## config.mk

```make
export PLATFORM = sky130hd
export DESIGN_NAME = rom_case
export DESIGN_NICKNAME = d
export VERILOG_FILES = /design/src/source/legv8_defs.svh /design/src/source/legv8_pkg.sv /design/src/source/rom_case.sv
export SDC_FILE = /design/constraint.sdc
export NUM_CORES = 1
export LEC_CHECK = 0
export ABC_AREA = 1
export BUFFER_PORTS_ARGS = -buffer_cell sky130_fd_sc_hd__buf_2
export CORE_UTILIZATION = 41
export DETAILED_ROUTE_END_ITERATION = 6
export PLACE_DENSITY = 0.81
export RECOVER_POWER = 50
export SLEW_MARGIN = 20
export SYNTH_ARGS = -nofsm -noshare
export SYNTH_HDL_FRONTEND = slang
export SYNTH_SLANG_ARGS = --single-unit
```

## constraint.sdc

```tcl
create_clock -name vclk -period 1.51
set_input_delay 0.2265 -clock vclk [all_inputs]
set_output_delay 0.2265 -clock vclk [all_outputs]
set_load 0.005 [all_outputs]
```

## src/source/legv8_defs.svh

```systemverilog
`ifndef LEGV8_DEFS_SVH
`define LEGV8_DEFS_SVH

// Data path word, one register or one RAM word
`define LEGV8_XLEN 64

// PC holds a byte address, the ROM sees PC / 4
`define LEGV8_PC_WIDTH 16

// Switches at base, leds at base + 8
`define LEGV8_IO_BASE 256

// RAM depth in 8-byte words, fills bytes 0..255
`define LEGV8_DMEM_WORDS 32

`endif

```

## src/source/legv8_pkg.sv

```systemverilog
package legv8_pkg;

    // ALU function select, driven by the decoder
    typedef enum logic [2:0] {
        ALU_ADD    = 3'd0,  // Also address generation
        ALU_SUB    = 3'd1,
        ALU_AND    = 3'd2,
        ALU_OR     = 3'd3,
        ALU_LSL    = 3'd4,  // Shift by b[5:0]
        ALU_PASS_B = 3'd5   // MOVZ and CB register test
    } alu_op_t;

    // R format, instr[31:21]
    localparam logic [10:0] OP_ADD  = 11'b10001011000;
    localparam logic [10:0] OP_SUB  = 11'b11001011000;
    localparam logic [10:0] OP_AND  = 11'b10001010000;
    localparam logic [10:0] OP_ORR  = 11'b10101010000;
    localparam logic [10:0] OP_LSL  = 11'b11010011011;
    localparam logic [10:0] OP_BR   = 11'b11010110000;

    // I format opcode is 10 bits, lowest bit here is zero
    localparam logic [10:0] OP_ADDI = 11'b10010001000;
    localparam logic [10:0] OP_SUBI = 11'b11010001000;

    // D format
    localparam logic [10:0] OP_LDUR = 11'b11111000010;
    localparam logic [10:0] OP_STUR = 11'b11111000000;

    // IW format, hw field fixed at zero
    localparam logic [10:0] OP_MOVZ = 11'b11010010100;

    // CB opcode is 8 bits, low 3 bits here are zero
    localparam logic [10:0] OP_CBZ  = 11'b10110100000;
    localparam logic [10:0] OP_CBNZ = 11'b10110101000;

    // B format, instr[31:26]
    localparam logic [5:0]  OP_B    = 6'b000101;

endpackage

```

## src/source/rom_case.sv

```systemverilog
`timescale 1ns/10ps

module rom_case (
    output logic [31:0] out,     // Instruction word
    input  logic [15:0] address  // Word address, PC / 4
);
    import legv8_pkg::*;

    always_comb begin
        case (address)
            // X9 = I/O base
            16'd0:   out = {OP_MOVZ, 16'd256, 5'd9};
            // X1 = switches, loop target
            16'd1:   out = {OP_LDUR, 9'd0, 2'b00, 5'd9, 5'd1};
            // X2 = 2s
            16'd2:   out = {OP_ADD, 5'd1, 6'd0, 5'd1, 5'd2};
            // X3 = 16s
            16'd3:   out = {OP_LSL, 5'd0, 6'd4, 5'd1, 5'd3};
            // X4 = 15s
            16'd4:   out = {OP_SUB, 5'd1, 6'd0, 5'd3, 5'd4};
            16'd5:   out = {OP_ADDI[10:1], 12'd7, 5'd4, 5'd4};
            // X5 = (15s + 7) | 2s
            16'd6:   out = {OP_ORR, 5'd2, 6'd0, 5'd4, 5'd5};
            // First led write
            16'd7:   out = {OP_STUR, 9'd8, 2'b00, 5'd9, 5'd5};
            // Round trip through RAM word 2
            16'd8:   out = {OP_STUR, 9'd16, 2'b00, 5'd31, 5'd1};
            16'd9:   out = {OP_LDUR, 9'd16, 2'b00, 5'd31, 5'd6};
            // Zero switch skips word 11
            16'd10:  out = {OP_CBZ[10:3], 19'd2, 5'd6};
            // Second led write, s itself
            16'd11:  out = {OP_STUR, 9'd8, 2'b00, 5'd9, 5'd6};
            // B -11, back to word 1
            16'd12:  out = {OP_B, 26'h3fffff5};
            // BR XZR, runaway PC restarts at 0
            default: out = {OP_BR, 5'd0, 6'd0, 5'd31, 5'd0};
        endcase
    end

endmodule

```

==> metrics <==
status=finished, final reports clean; grt ovf=0; initial antenna violation count=0; RePlAce Congestion=0.878; unrepaired setup endpoints after global routing=true; commonest cells after routing, fill and taps aside=buf_2, nand2_1, nor2_1, inv_1, ha_1; via count=a little under 1000; number of setup buffers added after CTS=0; Seq/Total Area, Yosys=0; nets=around 210; CP delay by family, top=simple AND/OR/NAND/NOR gates; die height=roughly 45 microns; Hold WC Path Type=input pin to output port; GRT met3 Usage=0; unique cell type count in the Yosys netlist=25; syn nets=roughly 160; WP data arrival=around 1.2 ns; Core Area=between 1500 and 2000 sq um; Post-DP Area=around 1000 sq um; Cell Area, Synth=between 700 and 800 sq um; Layout area overhead=39.0%; Die ar.=roughly 2000 sq um; row count=14; CLK BUF=0; fillers=between 100 and 150; Detail Route Antenna Nets=0; final wirelength=2090 microns; DRT iter0 DRCs=17; CP max stage delay=0.25 ns; commonest non-fill, non-tap cell in the layout=buf_2; Detail Placement HPWL=between 1500 and 2000 microns; worst path bufs/invs=3; global-route wire length before repair=3170 microns; crit path kind=input pin to output port; Post-CTS Hold Buffers=0; vias in the first global route=778; detailed-route wire length per cell=between 10 and 15 microns; fmax=between 600 and 700 MHz; Residual DRC=0; post-synthesis instance total=133; DR vias/cell=about 4.8; Peak VDD IR=about 0.16 mV; CP max stage cell=or2_4; GRT busiest layer=met2; # diodes=0; share of cells above drive strength 1=0.419; crit start category=input pin; Setup WS pre-CTS=-0.0624 ns; area of the multi-input gates=approximately 640 sq um; largest net degree at the start of global routing=21; num ports=48; Final Core Density=0.646; static leakage=about 0.64 nW; Pre-antenna DRT Iters=5; port buffer count=48; met2 global-route usage=0.382; relative slew slack=0.762; Cell Chain, Critical Path=buf_2, inv_2, ha_4, ha_2, or2_4, nand3_2, nor2_1, buf_2; CP max FO=4; met1 GRT Util=0.253; Final min period=1.45 ns; period utilisation layout=0.962; final slew viol count=0; Syn Area/Cell=~5.6 sq um; crit end category=output port; Tot GR Track Use=0.201; PnR worst setup slack=about 0.058 ns; Initial Util=0.465; Crit path required time=1.28 ns; PwrDens=between 150 and 200 nW/um^2; die width=about 45 microns; hold slack=approximately 0.9 ns; Final setup viols=0; Design Area, Final=slightly above 1000 sq um; Tightest Pin Transition=between 0.3 and 0.4 ns; Reg area=0 sq um; most frequent CP cell=buf_2; final hold vios=0; number of max-cap violations=0; count of warnings emitted by yosys=0; sequential cells=0
==> final cells by class <==
class,instances,area share
tap,24,0.0292
timing repair buffer,57,0.296
multi-input combinational,107,0.620
inverter,15,0.0547
==> worst paths after layout <==
| kind | start | cells past startpoint | endpoint |
|---|---|---|---|
| setup / recovery | address[1] | 8 | out[11] |
| hold / removal | address[2] | 4 | out[26] |
==> cells by family after synthesis <==
kind of cell,Yosys count,share of synthesized area
simple gates,83,0.522
buf+inv,26,0.184
compound gates,12,0.0912
fa+ha+maj,12,0.203
==> layer usage <==
layer  up-vias  share of wire  wire length (microns)
met4         0          0.011                     24
met3         2          0.055                    114
li1        507              -                      -
met2        42           0.52                   1090
met1       423           0.41                    865
met5         -              0                      0
==> metrics by stage <==
step	instances	TNS, ns	total power, mW
after floorplan	133	0	0.109
after global placement	203	-0.0478	0.164
after detailed placement	203	-0.263	0.169
after CTS	203	0	0.172
after global routing	203	-0.00351	0.198
final	203	0	0.177
==> Yosys cell counts (all sizes together) <==
library cell | number | share of area
o21a | 1 | 0.010
nor2 | 33 | 0.20
nand4 | 5 | 0.042
clkbuf | 1 | 0.0051
nand3 | 7 | 0.061
buf | 10 | 0.10
nor3 | 2 | 0.020
o21ai | 7 | 0.047
nand2 | 34 | 0.19
a21oi | 1 | 0.0068
and2 | 1 | 0.0085
inv | 15 | 0.076
or2 | 1 | 0.0085
a31oi | 2 | 0.017
ha | 12 | 0.20
o211ai | 1 | 0.010
==> where the power goes <==
| part | internal, mW | total, mW | switching [mW] |
|---|---|---|---|
| logic | 0.0740 | 0.177 | 0.103 |
| registers | 0 | 0 | 0 |
| clock network | 0 | 0 | 0 |
==> repair_timing <==
| item | CTS | global route |
|---|---|---|
| cloned | 0 | 0 |
| pin swaps | 1 | 3 |
| gates resized for setup | 4 | 6 |
| setup endpoints to repair | 6 | 18 |
(Power assumes the default switching activity.)
