--- src/source/legv8_defs.svh ---
`ifndef LEGV8_DEFS_SVH
`define LEGV8_DEFS_SVH

// Data path word, one register or one RAM word
`define LEGV8_XLEN 64

// PC holds a byte address, the ROM sees PC / 4
`define LEGV8_PC_WIDTH 16

// Switches at base, leds at base + 8
`define LEGV8_IO_BASE 256

// RAM depth in 8-byte words, fills bytes 0..255
`define LEGV8_DMEM_WORDS 32

`endif

--- src/source/dmem_io.sv ---
`timescale 1ns/10ps
`include "legv8_defs.svh"

module dmem_io (
    input  logic                   clk,
    input  logic                   rst,
    input  logic [`LEGV8_XLEN-1:0] addr,   // Byte address from ALU
    input  logic [`LEGV8_XLEN-1:0] wdata,
    input  logic                   rd_en,  // LDUR
    input  logic                   wr_en,  // STUR
    input  logic [`LEGV8_XLEN-1:0] sw,
    output logic [`LEGV8_XLEN-1:0] rdata,
    output logic [`LEGV8_XLEN-1:0] leds,
    output logic                   io_rd,  // Switch read strobe
    output logic                   io_wr   // Led write strobe
);
    localparam int DEPTH = `LEGV8_DMEM_WORDS;
    localparam int AW    = $clog2(DEPTH);
    localparam logic [`LEGV8_XLEN-1:0] RAM_BYTES = DEPTH * 8;
    localparam logic [`LEGV8_XLEN-1:0] SW_ADDR   = `LEGV8_IO_BASE;
    localparam logic [`LEGV8_XLEN-1:0] LED_ADDR  = `LEGV8_IO_BASE + 8;

    logic [`LEGV8_XLEN-1:0] ram [DEPTH];
    logic [AW-1:0]          word_idx;  // 8-byte word index
    logic                   sel_ram;
    logic                   sel_sw;
    logic                   sel_led;

    assign word_idx = addr[AW+2:3];
    assign sel_ram  = (addr < RAM_BYTES);
    assign sel_sw   = (addr == SW_ADDR);
    assign sel_led  = (addr == LED_ADDR);

    assign io_rd = rd_en & sel_sw;
    assign io_wr = wr_en & sel_led;

    always_comb begin
        if (sel_sw) begin
            rdata = sw;
        end else if (sel_ram) begin
            rdata = ram[word_idx];  // Asynchronous RAM read
        end else begin
            rdata = '0;             // Led register is write only
        end
    end

    always_ff @(posedge clk) begin
        if (wr_en && sel_ram) begin
            ram[word_idx] <= wdata;
        end
    end

    always_ff @(posedge clk) begin
        if (rst) begin
            leds <= '0;
        end else if (io_wr) begin
            leds <= wdata;          // Visible after the STUR cycle
        end
    end

    // Program only touches aligned RAM words and the two I/O registers
    access_ok: assert property (@(posedge clk) disable iff (rst)
        (rd_en || wr_en) |-> (addr[2:0] == 3'b000) && (sel_ram || sel_sw || sel_led))
        else $error("bad data access at %h", addr);

endmodule

--- config.mk ---
export PLATFORM = sky130hd
export DESIGN_NAME = dmem_io
export DESIGN_NICKNAME = d
export VERILOG_FILES = /design/src/source/dmem_io.sv
export VERILOG_INCLUDE_DIRS = /design/src /design/src/source
export SDC_FILE = /design/constraint.sdc
export NUM_CORES = 2
export LEC_CHECK = 0
export BUFFER_PORTS_ARGS = -buffer_cell sky130_fd_sc_hd__buf_2
export CORE_ASPECT_RATIO = 0.5
export CORE_UTILIZATION = 65
export DETAILED_ROUTE_END_ITERATION = 8
export GPL_ROUTABILITY_DRIVEN = 0
export PLACE_DENSITY_LB_ADDON = 0.12
export SETUP_SLACK_MARGIN = 0.5
export SLEW_MARGIN = 20
export SYNTH_ARGS = -nofsm -noshare
export SYNTH_HDL_FRONTEND = slang
export SYNTH_SLANG_ARGS = --single-unit
--- constraint.sdc ---
create_clock -name clk -period 15.78 [get_ports clk]
set_input_delay 1.578 -clock clk [delete_from_list [all_inputs] [get_ports clk]]
set_output_delay 1.578 -clock clk [all_outputs]
set_load 0.02 [all_outputs]
==> results.md <==
* WL final at 214.7 mm
* Initial antenna violation count at 2
* Commonest non-fill, non-tap cell in the layout: edfxtp_1
* # IOs at 326
* Yosys warnings at 0
* Synth area leaders: edfxtp_1 (76%), mux4_2 (7.0%), mux2i_1 (4.8%)
* Die Wd at 500.4 um
* Slowest-stage cell, CP: buf_4
* GRT overflow at 0
* Final setup fails at 0
* Initial core utilization at 66.27%
* Leakage at 29.18 nW
* Avg WL per Cell at 34.81 um
* Synth top area share at 76.17%
* #FFs+latches synth at 2112
* Drt pass-1 iters at 6
* Worst vdd ir at 119.2 uV
* Worst path cell trace: buf_8 > buf_4 > nand4bb_4 > buf_4 > o22ai_1 > a221oi_1 > and3_1 > a32o_1 > buf_2
* Proportion of layout cells with a drive suffix above 1 at 24.30%
* Worst path most repeated cell: buf_4
* Status: finished, final reports clean
* Latest clock arrival within the worst-skew pair at 0.79 ns
* Post-CTS Hold Buffers at 0
* Crit start category: input pin
* Max Freq at 139.5 MHz
* All-layer global routing usage at 34.40%
* DRC at 0
* Synthesized area per cell at 20.05 sq um
* Flop pwr share at 56.9%
* Vias at 43940
* Num CTS Buffers at 169
* H-tree Lvls at 4
* Port bufs at 325
* Post-CTS Resized at 0
* Gate Count Post-Synth at 4026
* CTS tree: done
* Clock transition at the registers of the reported paths at 0.06 ns
* Post-place setup slack at 8.634 ns
* Top delay family on crit path: buffers and inverters
* Core area at 121800 sq um
* Fin nets at 4563
* CP endpoint kind: output pin
* Setup tns final at 0 ns
* Max Cap Viol at 0
* Die area at 125700 sq um
* Crit path DAT at 5.59 ns
* Die Height at 251.2 um
* Net switching power at 2.208 mW
* Vias in the first global route at 42880
* Synth-to-Final Area Change at 11.28%
* CTS Buffer Depth at 3
* DPL Wire Length at 109.6 mm
* Buffers and inverters on the worst path at 4
* Site Rows at 90
* Slew Viols, Final at 0
* Final hold violation count at 0
* Pin slew with the least headroom to its limit at 1.237 ns
* RSZ-0062 raised after global routing: no
* 1st-iter DRT viols at 6705
* Post-CTS Setup Bufs at 0
* Via/cell ratio at 7.125
* Root Driver: clkbuf_16
* Sequential area share after synthesis at 77.75%
* CP peak stage delay at 0.83 ns
* WS Path Type: in2out
* Net Count, Synth at 4222
* Req. time, crit path at 14.20 ns
* Relative slew slack at 17.56%
* Pin count of the biggest net entering global routing at 143
* Global-route wire length before repair at 302.4 mm
* Clock network power share at 39.2%
* Cell Area, Synth at 80740 sq um
* Most frequent cells in the layout: edfxtp_1 (2048), mux2i_1 (387), buf_2 (322)
* Internal power at 8.575 mW
* Synth cell types at 52
* Final worst slack at 8.612 ns
* Skew final at 0 ns
* Fin crit period at 7.168 ns
* Number of clock sinks at 2112
* Post-route ant nets at 0
* Fill count at 7046
* Comb pwr share at 3.9%
* PD cells at 120.0 nW/um^2
* Fin crit share at 45.42%
* Area leader, netlist: edfxtp_1
* Worst Hold Class: reg2reg
* Net Sw Frac at 20.48%
* Peak fanout along the critical path at 74
-- logic make-up after synthesis --
group	Yosys count	synth area share (%)
flops	2112	77.75
mux	769	13.61
compound gates	584	5.022
simple gates	304	2.092
buf+inv	257	1.519
-- final cells by class --
type / instances / area, sq um / share of cell area [%]
tap: 1656 / 2072 / 2.306
clock inverter: 102 / 849.6 / 0.9456
timing repair buffer: 427 / 2489 / 2.770
clock buffer: 212 / 4569 / 5.086
sequential: 2112 / 62780 / 69.88
multi-input combinational: 1657 / 17080 / 19.01
antenna: 1 / 2.502 / 0.002785
-- flip-flops by register name, summed over array words and instances, names as in the netlist --
signal,cells
ram,2048
leds,64
-- power by group through the flow --
| stage | clock network [mW] | logic [mW] | registers (mW) |
|---|---|---|---|
| after CTS | 4.24 | 0.414 | 6.14 |
| after floorplan | 0 | 0.232 | 6.26 |
| final | 4.23 | 0.418 | 6.14 |
| after global placement | 0 | 0.402 | 6.26 |
| after detailed placement | 0 | 0.412 | 6.26 |
| after global routing | 4.45 | 0.439 | 6.14 |
-- cells in the mapped netlist (all sizes together) --
cell	n
a211oi	6
a21oi	72
a221o	1
a221oi	60
a22o	8
a22oi	117
a32o	63
and2	2
and3	59
and4	1
and4b	1
buf	140
clkbuf	117
dfxtp	64
edfxtp	2048
mux2	132
mux2i	387
mux4	250
nand2	7
nand2b	3
nand3	2
nand3b	3
nand4	70
nand4b	4
nand4bb	1
nor2	107
nor2b	6
nor3	5
nor3b	2
nor4	19
nor4b	2
o21ai	64
o22ai	190
o2bb2ai	1
o32ai	2
or2	3
or3	2
or3b	1
or4	2
or4b	2
-- through the flow --
step | std cells | instance area, sq um | util (%) | power, mW | hold slack (ns)
after floorplan | 4026 | 80740 | - | 6.497 | 0.5495
after detailed placement | 5850 | 84380 | 69.25 | 6.675 | 0.4636
after global placement | 5850 | 84370 | 69.25 | 6.665 | 0.4526
final | 6167 | 89850 | 73.74 | 10.78 | 0.4702
after global routing | 6166 | 89840 | 73.74 | 11.03 | 0.4961
after CTS | 6164 | 89800 | 73.70 | 10.80 | 0.4727
-- tightest hold or removal path, stage by stage (launching register included) --
cell and delay [ns]:
dfxtp_1 0.30, o21ai_0 0.06, a21oi_1 0.06
-- final timing paths --
kind | cells after the start | slack, ns | end | startpoint
max | 9 | 8.61 | rdata[8] | addr[3]
min reg2reg | 2 | 0.47 | leds[6]$_SDFFE_PP0P_ | leds[6]$_SDFFE_PP0P_
max reg2reg | 2 | 14.85 | leds[35]$_SDFFE_PP0P_ | leds[35]$_SDFFE_PP0P_
min | 2 | 0.47 | leds[6]$_SDFFE_PP0P_ | leds[6]$_SDFFE_PP0P_
-- per-layer routing --
layer  GRT usage [%]  wire [um]
met2           53.73     101600
met1           49.46      80000
met4           11.42       7119
met5               0          0
met3           6.999      25970
No activity file was read; power rests on OpenSTA's default activity.
