--- config.mk ---
export PLATFORM = sky130hd
export DESIGN_NAME = instr_decoder
export DESIGN_NICKNAME = d
export VERILOG_FILES = /design/src/source/legv8_pkg.sv /design/src/source/instr_decoder.sv
export VERILOG_INCLUDE_DIRS = /design/src /design/src/source
export SDC_FILE = /design/constraint.sdc
export NUM_CORES = 1
export LEC_CHECK = 0
export ABC_AREA = 1
export BUFFER_PORTS_ARGS = -buffer_cell sky130_fd_sc_hd__buf_2
export CORE_MARGIN = 3
export CORE_UTILIZATION = 47
export DETAILED_ROUTE_END_ITERATION = 12
export PLACE_DENSITY = 0.95
export SKIP_LAST_GASP = 1
export SLEW_MARGIN = 0
export SYNTH_ARGS = -nofsm -noshare
export SYNTH_HDL_FRONTEND = slang
export SYNTH_SLANG_ARGS = --single-unit
--- constraint.sdc ---
create_clock -name vclk -period 3.2
set_clock_uncertainty 0.15 [all_clocks]
set_input_delay 0 -clock vclk [all_inputs]
set_output_delay 0 -clock vclk [all_outputs]
set_load 0.05 [all_outputs]
--- src/source/legv8_defs.svh ---
`ifndef LEGV8_DEFS_SVH
`define LEGV8_DEFS_SVH

// Data path word, one register or one RAM word
`define LEGV8_XLEN 64

// PC holds a byte address, the ROM sees PC / 4
`define LEGV8_PC_WIDTH 16

// Switches at base, leds at base + 8
`define LEGV8_IO_BASE 256

// RAM depth in 8-byte words, fills bytes 0..255
`define LEGV8_DMEM_WORDS 32

`endif

--- src/source/legv8_pkg.sv ---
package legv8_pkg;

    // ALU function select, driven by the decoder
    typedef enum logic [2:0] {
        ALU_ADD    = 3'd0,  // Also address generation
        ALU_SUB    = 3'd1,
        ALU_AND    = 3'd2,
        ALU_OR     = 3'd3,
        ALU_LSL    = 3'd4,  // Shift by b[5:0]
        ALU_PASS_B = 3'd5   // MOVZ and CB register test
    } alu_op_t;

    // R format, instr[31:21]
    localparam logic [10:0] OP_ADD  = 11'b10001011000;
    localparam logic [10:0] OP_SUB  = 11'b11001011000;
    localparam logic [10:0] OP_AND  = 11'b10001010000;
    localparam logic [10:0] OP_ORR  = 11'b10101010000;
    localparam logic [10:0] OP_LSL  = 11'b11010011011;
    localparam logic [10:0] OP_BR   = 11'b11010110000;

    // I format opcode is 10 bits, lowest bit here is zero
    localparam logic [10:0] OP_ADDI = 11'b10010001000;
    localparam logic [10:0] OP_SUBI = 11'b11010001000;

    // D format
    localparam logic [10:0] OP_LDUR = 11'b11111000010;
    localparam logic [10:0] OP_STUR = 11'b11111000000;

    // IW format, hw field fixed at zero
    localparam logic [10:0] OP_MOVZ = 11'b11010010100;

    // CB opcode is 8 bits, low 3 bits here are zero
    localparam logic [10:0] OP_CBZ  = 11'b10110100000;
    localparam logic [10:0] OP_CBNZ = 11'b10110101000;

    // B format, instr[31:26]
    localparam logic [5:0]  OP_B    = 6'b000101;

endpackage

--- src/source/instr_decoder.sv ---
`timescale 1ns/10ps
`include "legv8_defs.svh"

module instr_decoder (
    input  logic [31:0]            instr,
    output logic [4:0]             rn,              // Port A index
    output logic [4:0]             rb,              // Port B index, Rm or Rt
    output logic [4:0]             rd,              // Write index
    output logic [`LEGV8_XLEN-1:0] imm,             // Extended and scaled
    output legv8_pkg::alu_op_t     alu_op,
    output logic                   alu_src_imm,     // ALU b from imm
    output logic                   reg_write,
    output logic                   mem_read,
    output logic                   mem_write,
    output logic                   branch_zero,     // CBZ
    output logic                   branch_nonzero,  // CBNZ
    output logic                   branch_uncond,   // B
    output logic                   branch_reg       // BR
);
    import legv8_pkg::*;

    localparam int XLEN = `LEGV8_XLEN;

    logic [10:0] opc;       // Top opcode bits
    logic        rb_is_rd;  // STUR and CB test Rt on port B

    assign opc = instr[31:21];
    assign rn  = instr[9:5];
    assign rd  = instr[4:0];
    assign rb  = rb_is_rd ? instr[4:0] : instr[20:16];

    always_comb begin
        imm            = '0;       // Defaults form a no-op
        alu_op         = ALU_ADD;
        alu_src_imm    = 1'b0;
        reg_write      = 1'b0;
        mem_read       = 1'b0;
        mem_write      = 1'b0;
        branch_zero    = 1'b0;
        branch_nonzero = 1'b0;
        branch_uncond  = 1'b0;
        branch_reg     = 1'b0;
        rb_is_rd       = 1'b0;
        if (instr[31:26] == OP_B) begin
            imm           = {{(XLEN-28){instr[25]}}, instr[25:0], 2'b00};  // Word offset
            branch_uncond = 1'b1;
        end else begin
            casez (opc)
                OP_ADD, OP_SUB, OP_AND, OP_ORR: begin
                    reg_write = 1'b1;
                    case (opc)
                        OP_SUB:  alu_op = ALU_SUB;
                        OP_AND:  alu_op = ALU_AND;
                        OP_ORR:  alu_op = ALU_OR;
                        default: alu_op = ALU_ADD;
                    endcase
                end
                OP_LSL: begin
                    imm         = {{(XLEN-6){1'b0}}, instr[15:10]};  // shamt
                    alu_op      = ALU_LSL;
                    alu_src_imm = 1'b1;
                    reg_write   = 1'b1;
                end
                {OP_ADDI[10:1], 1'b?}, {OP_SUBI[10:1], 1'b?}: begin
                    imm         = {{(XLEN-12){1'b0}}, instr[21:10]};  // Unsigned ALU_imm
                    alu_op      = instr[30] ? ALU_SUB : ALU_ADD;      // Bit 30 marks SUBI
                    alu_src_imm = 1'b1;
                    reg_write   = 1'b1;
                end
                OP_LDUR, OP_STUR: begin
                    imm         = {{(XLEN-9){instr[20]}}, instr[20:12]};  // Byte offset
                    alu_src_imm = 1'b1;
                    reg_write   = instr[22];    // LDUR has bit 22 set
                    mem_read    = instr[22];
                    mem_write   = ~instr[22];
                    rb_is_rd    = ~instr[22];   // Store data comes from Rt
                end
                OP_MOVZ: begin
                    imm         = {{(XLEN-16){1'b0}}, instr[20:5]};
                    alu_op      = ALU_PASS_B;
                    alu_src_imm = 1'b1;
                    reg_write   = 1'b1;
                end
                {OP_CBZ[10:3], 3'b???}, {OP_CBNZ[10:3], 3'b???}: begin
                    imm            = {{(XLEN-21){instr[23]}}, instr[23:5], 2'b00};
                    alu_op         = ALU_PASS_B;  // zero flag tests Rt
                    rb_is_rd       = 1'b1;
                    branch_zero    = ~instr[24];
                    branch_nonzero = instr[24];
                end
                OP_BR: begin
                    branch_reg = 1'b1;          // Target from Rn
                end
                default: ;                      // Unknown, no-op
            endcase
        end
    end

    // Load and store never share an instruction
    rw_excl: assert final (!(mem_read && mem_write))
        else $error("decoder drives mem_read and mem_write together, instr %h", instr);

endmodule

==> impl_metrics.toml <==
[outcome]
run_status = "completed"

[worst_setup_path]
critical-path-top-cell-by-count = "sky130_fd_sc_hd__buf_2"
crit_arrival_ps = 1780
slowest_delay_ps = 340
timing.critical_path.to_type = "output port"
worstSetupStartpointType = "input pin"
worstPathRequired_ps = 3050
crit_slowest_cell = "sky130_fd_sc_hd__nor2_4"
timing.critical_path.fanout_max = 37
critical-path-top-delay-family = "simple AND/OR/NAND/NOR gates"
critical_path_class = "input pin to output port"
critical_path.cell_chain = "buf_2 -> nand2_1 -> nor2_4 -> nand3_1 -> o211ai_1 -> buf_4 -> buf_2"
cp_bufs_invs = 3

[pwr]
p_sw_uw = 148
share_comb_of_total_power_pct = 100.0
p_seq_share_pct = 0
power.switching_fraction_pct = 77.8
p_leak_nw = 1.34
internal-power_uw = 42.1
pwr-share-clk_pct = 0
vdd.ir_drop.worst_mv = 0.0458
power_density_nw_per_um2 = 98.3

[detailed_routing]
drcViolationCount = 0
vias = 2197
initialDrtViolationCount = 187
routed_wirelength_um = 5660
avgViaCountPerCell = 5.16
drt_pass1_iterations = 5
post_drt_wl_per_cell_um = 13.3
antenna_left = 0

[logic_synthesis]
yosysTopAreaCellShare_pct = 21.0
synth_top_cell_by_area = "sky130_fd_sc_hd__buf_4"
synth_top_cells_by_area = "sky130_fd_sc_hd__buf_4 (21%), sky130_fd_sc_hd__nand2_1 (19%), sky130_fd_sc_hd__nand3_1 (17%)"
synthesis.area_um2 = 1680
ys.warnings.count = 0
synthesis.nets = 342
sequential_to_total_area_share_from_yosys_stat_pct = 0
synth_cell_type_count = 21
postSynthCellCount = 310
syn-mean-instance-area_um2 = 5.41

[die]
floorplan.die.width_um = 65.8
placementRows = 21
core_region_area_um2 = 3390
die-height_um = 65.8
dieArea_um2 = 4320
top_level_ports = 122
floorplan.initialDensity_pct = 49.5

[global_routing]
grt_pass1_wl_um = 8970
grt_usage_pct = 25.2
grt_remaining_overflow = 0
grt_start_max_net_pins = 38
grt_pass1_vias = 1921
antenna_violations_before_repair = 0

[final_layout]
mostFrequentLayoutCells = "sky130_fd_sc_hd__buf_2 (122), sky130_fd_sc_hd__nand2_1 (83), sky130_fd_sc_hd__nand3_1 (57), sky130_fd_sc_hd__nor2_1 (34), sky130_fd_sc_hd__inv_1 (27)"
final-seq-area_um2 = 0
num-nets-final = 414
final_cells = 426
most_frequent_standard_cell_in_the_layout_excluding_fill_and_tap_cells = "sky130_fd_sc_hd__buf_2"
num_antenna_cells = 0
area.growth.synth_to_final_pct = 15.0
layout-drive-gt1-share_pct = 40.3
clock_buffer_count = 0
final_core_util_pct = 56.9
flops_and_latches = 0

[clocking]
cts_hold_repair.buffers = 0
post_cts_repair_setup_buffers = 0
postCtsResizedCells = 0

[placement]
portBuffers = 122
gp_congestion = 1.04
detailed_place_hpwl_um = 4640
dpl.cell_count = 426

[sta]
finalSetupViolations = 0
achievable-frequency_ghz = 0.518
min_period_over_period_pct = 60.3
fin_tns_setup_ps = 0
timing_max_transition_violations_final = 0
rsz_0062_raised_after_global_routing = "false"
timing.final.hold_violations = 0
period_needed_ps = 1930
max_slew.worst_pin.slew_ps = 438
relative_slew_slack_pct = 70.6

[run]
cap_violations = 0

[worst_hold_path]
hold_path.class = "input pin to output port"
==> final timing paths <==
kind | from | end | slack [ps] | cells after the start
hold / removal | instr[0] | rd[0] | 160 | 2
setup / recovery | instr[31] | imm[45] | 1270 | 7
==> cell usage after synthesis <==
cell                       count
sky130_fd_sc_hd__nand3_2       3
sky130_fd_sc_hd__inv_6         1
sky130_fd_sc_hd__nor2_4        6
sky130_fd_sc_hd__nor3_2        1
sky130_fd_sc_hd__buf_8         1
sky130_fd_sc_hd__nor4_1        2
sky130_fd_sc_hd__nand2_2       4
sky130_fd_sc_hd__nor3_1        3
sky130_fd_sc_hd__nor2_8        1
sky130_fd_sc_hd__buf_6         5
sky130_fd_sc_hd__inv_2         4
sky130_fd_sc_hd__nand4_1      11
sky130_fd_sc_hd__inv_1        27
sky130_fd_sc_hd__o21ai_0       1
sky130_fd_sc_hd__nor2_2        6
sky130_fd_sc_hd__o211ai_1      9
sky130_fd_sc_hd__buf_4        47
sky130_fd_sc_hd__nand2_1      83
sky130_fd_sc_hd__nor2_1       34
sky130_fd_sc_hd__nand3_1      57
sky130_fd_sc_hd__nand2_4       4
==> power by group through the flow <==
stage	Sequential (mW)	Clock, mW	Combinational [mW]
after floorplan	0	0	0.139
after global placement	0	0	0.188
after detailed placement	0	0	0.188
after CTS	0	0	0.188
after global routing	0	0	0.201
final	0	0	0.190
==> per-stage QoR <==
step / hold slack [ps] / power (mW) / instance area, um^2 / setup slack [ps]
2_1_floorplan: 17.1 / 0.139 / 1680 / 135
3_3_place_gp: 160 / 0.188 / 1930 / 1360
3_5_place_dp: 161 / 0.188 / 1930 / 1310
4_1_cts: 162 / 0.188 / 1930 / 1310
5_1_grt: 170 / 0.201 / 1930 / 1120
6_report: 161 / 0.190 / 1930 / 1270
==> logic make-up after synthesis <==
| kind of cell | after synthesis | synth area share, % |
|---|---|---|
| simple gates | 215 | 62.9 |
| buf+inv | 85 | 32.7 |
| compound gates | 10 | 4.32 |
==> cell type report <==
class / instances / area, um^2
multi-input cells: 225 / 1130
well taps: 46 / 57.6
repair buffers: 123 / 618
fillers: 357 / 1460
inverters: 32 / 125
==> per-layer routing <==
| metal | up-vias | routed length [um] | track usage [%] |
|---|---|---|---|
| met5 | - | 0 | 0 |
| li1 | 1100 | - | - |
| met1 | 954 | 2300 | 33.2 |
| met3 | 10 | 528 | 1.71 |
| met2 | 133 | 2730 | 44.1 |
| met4 | 0 | 104 | 6.22 |
Power figures use the tool's default switching activity.
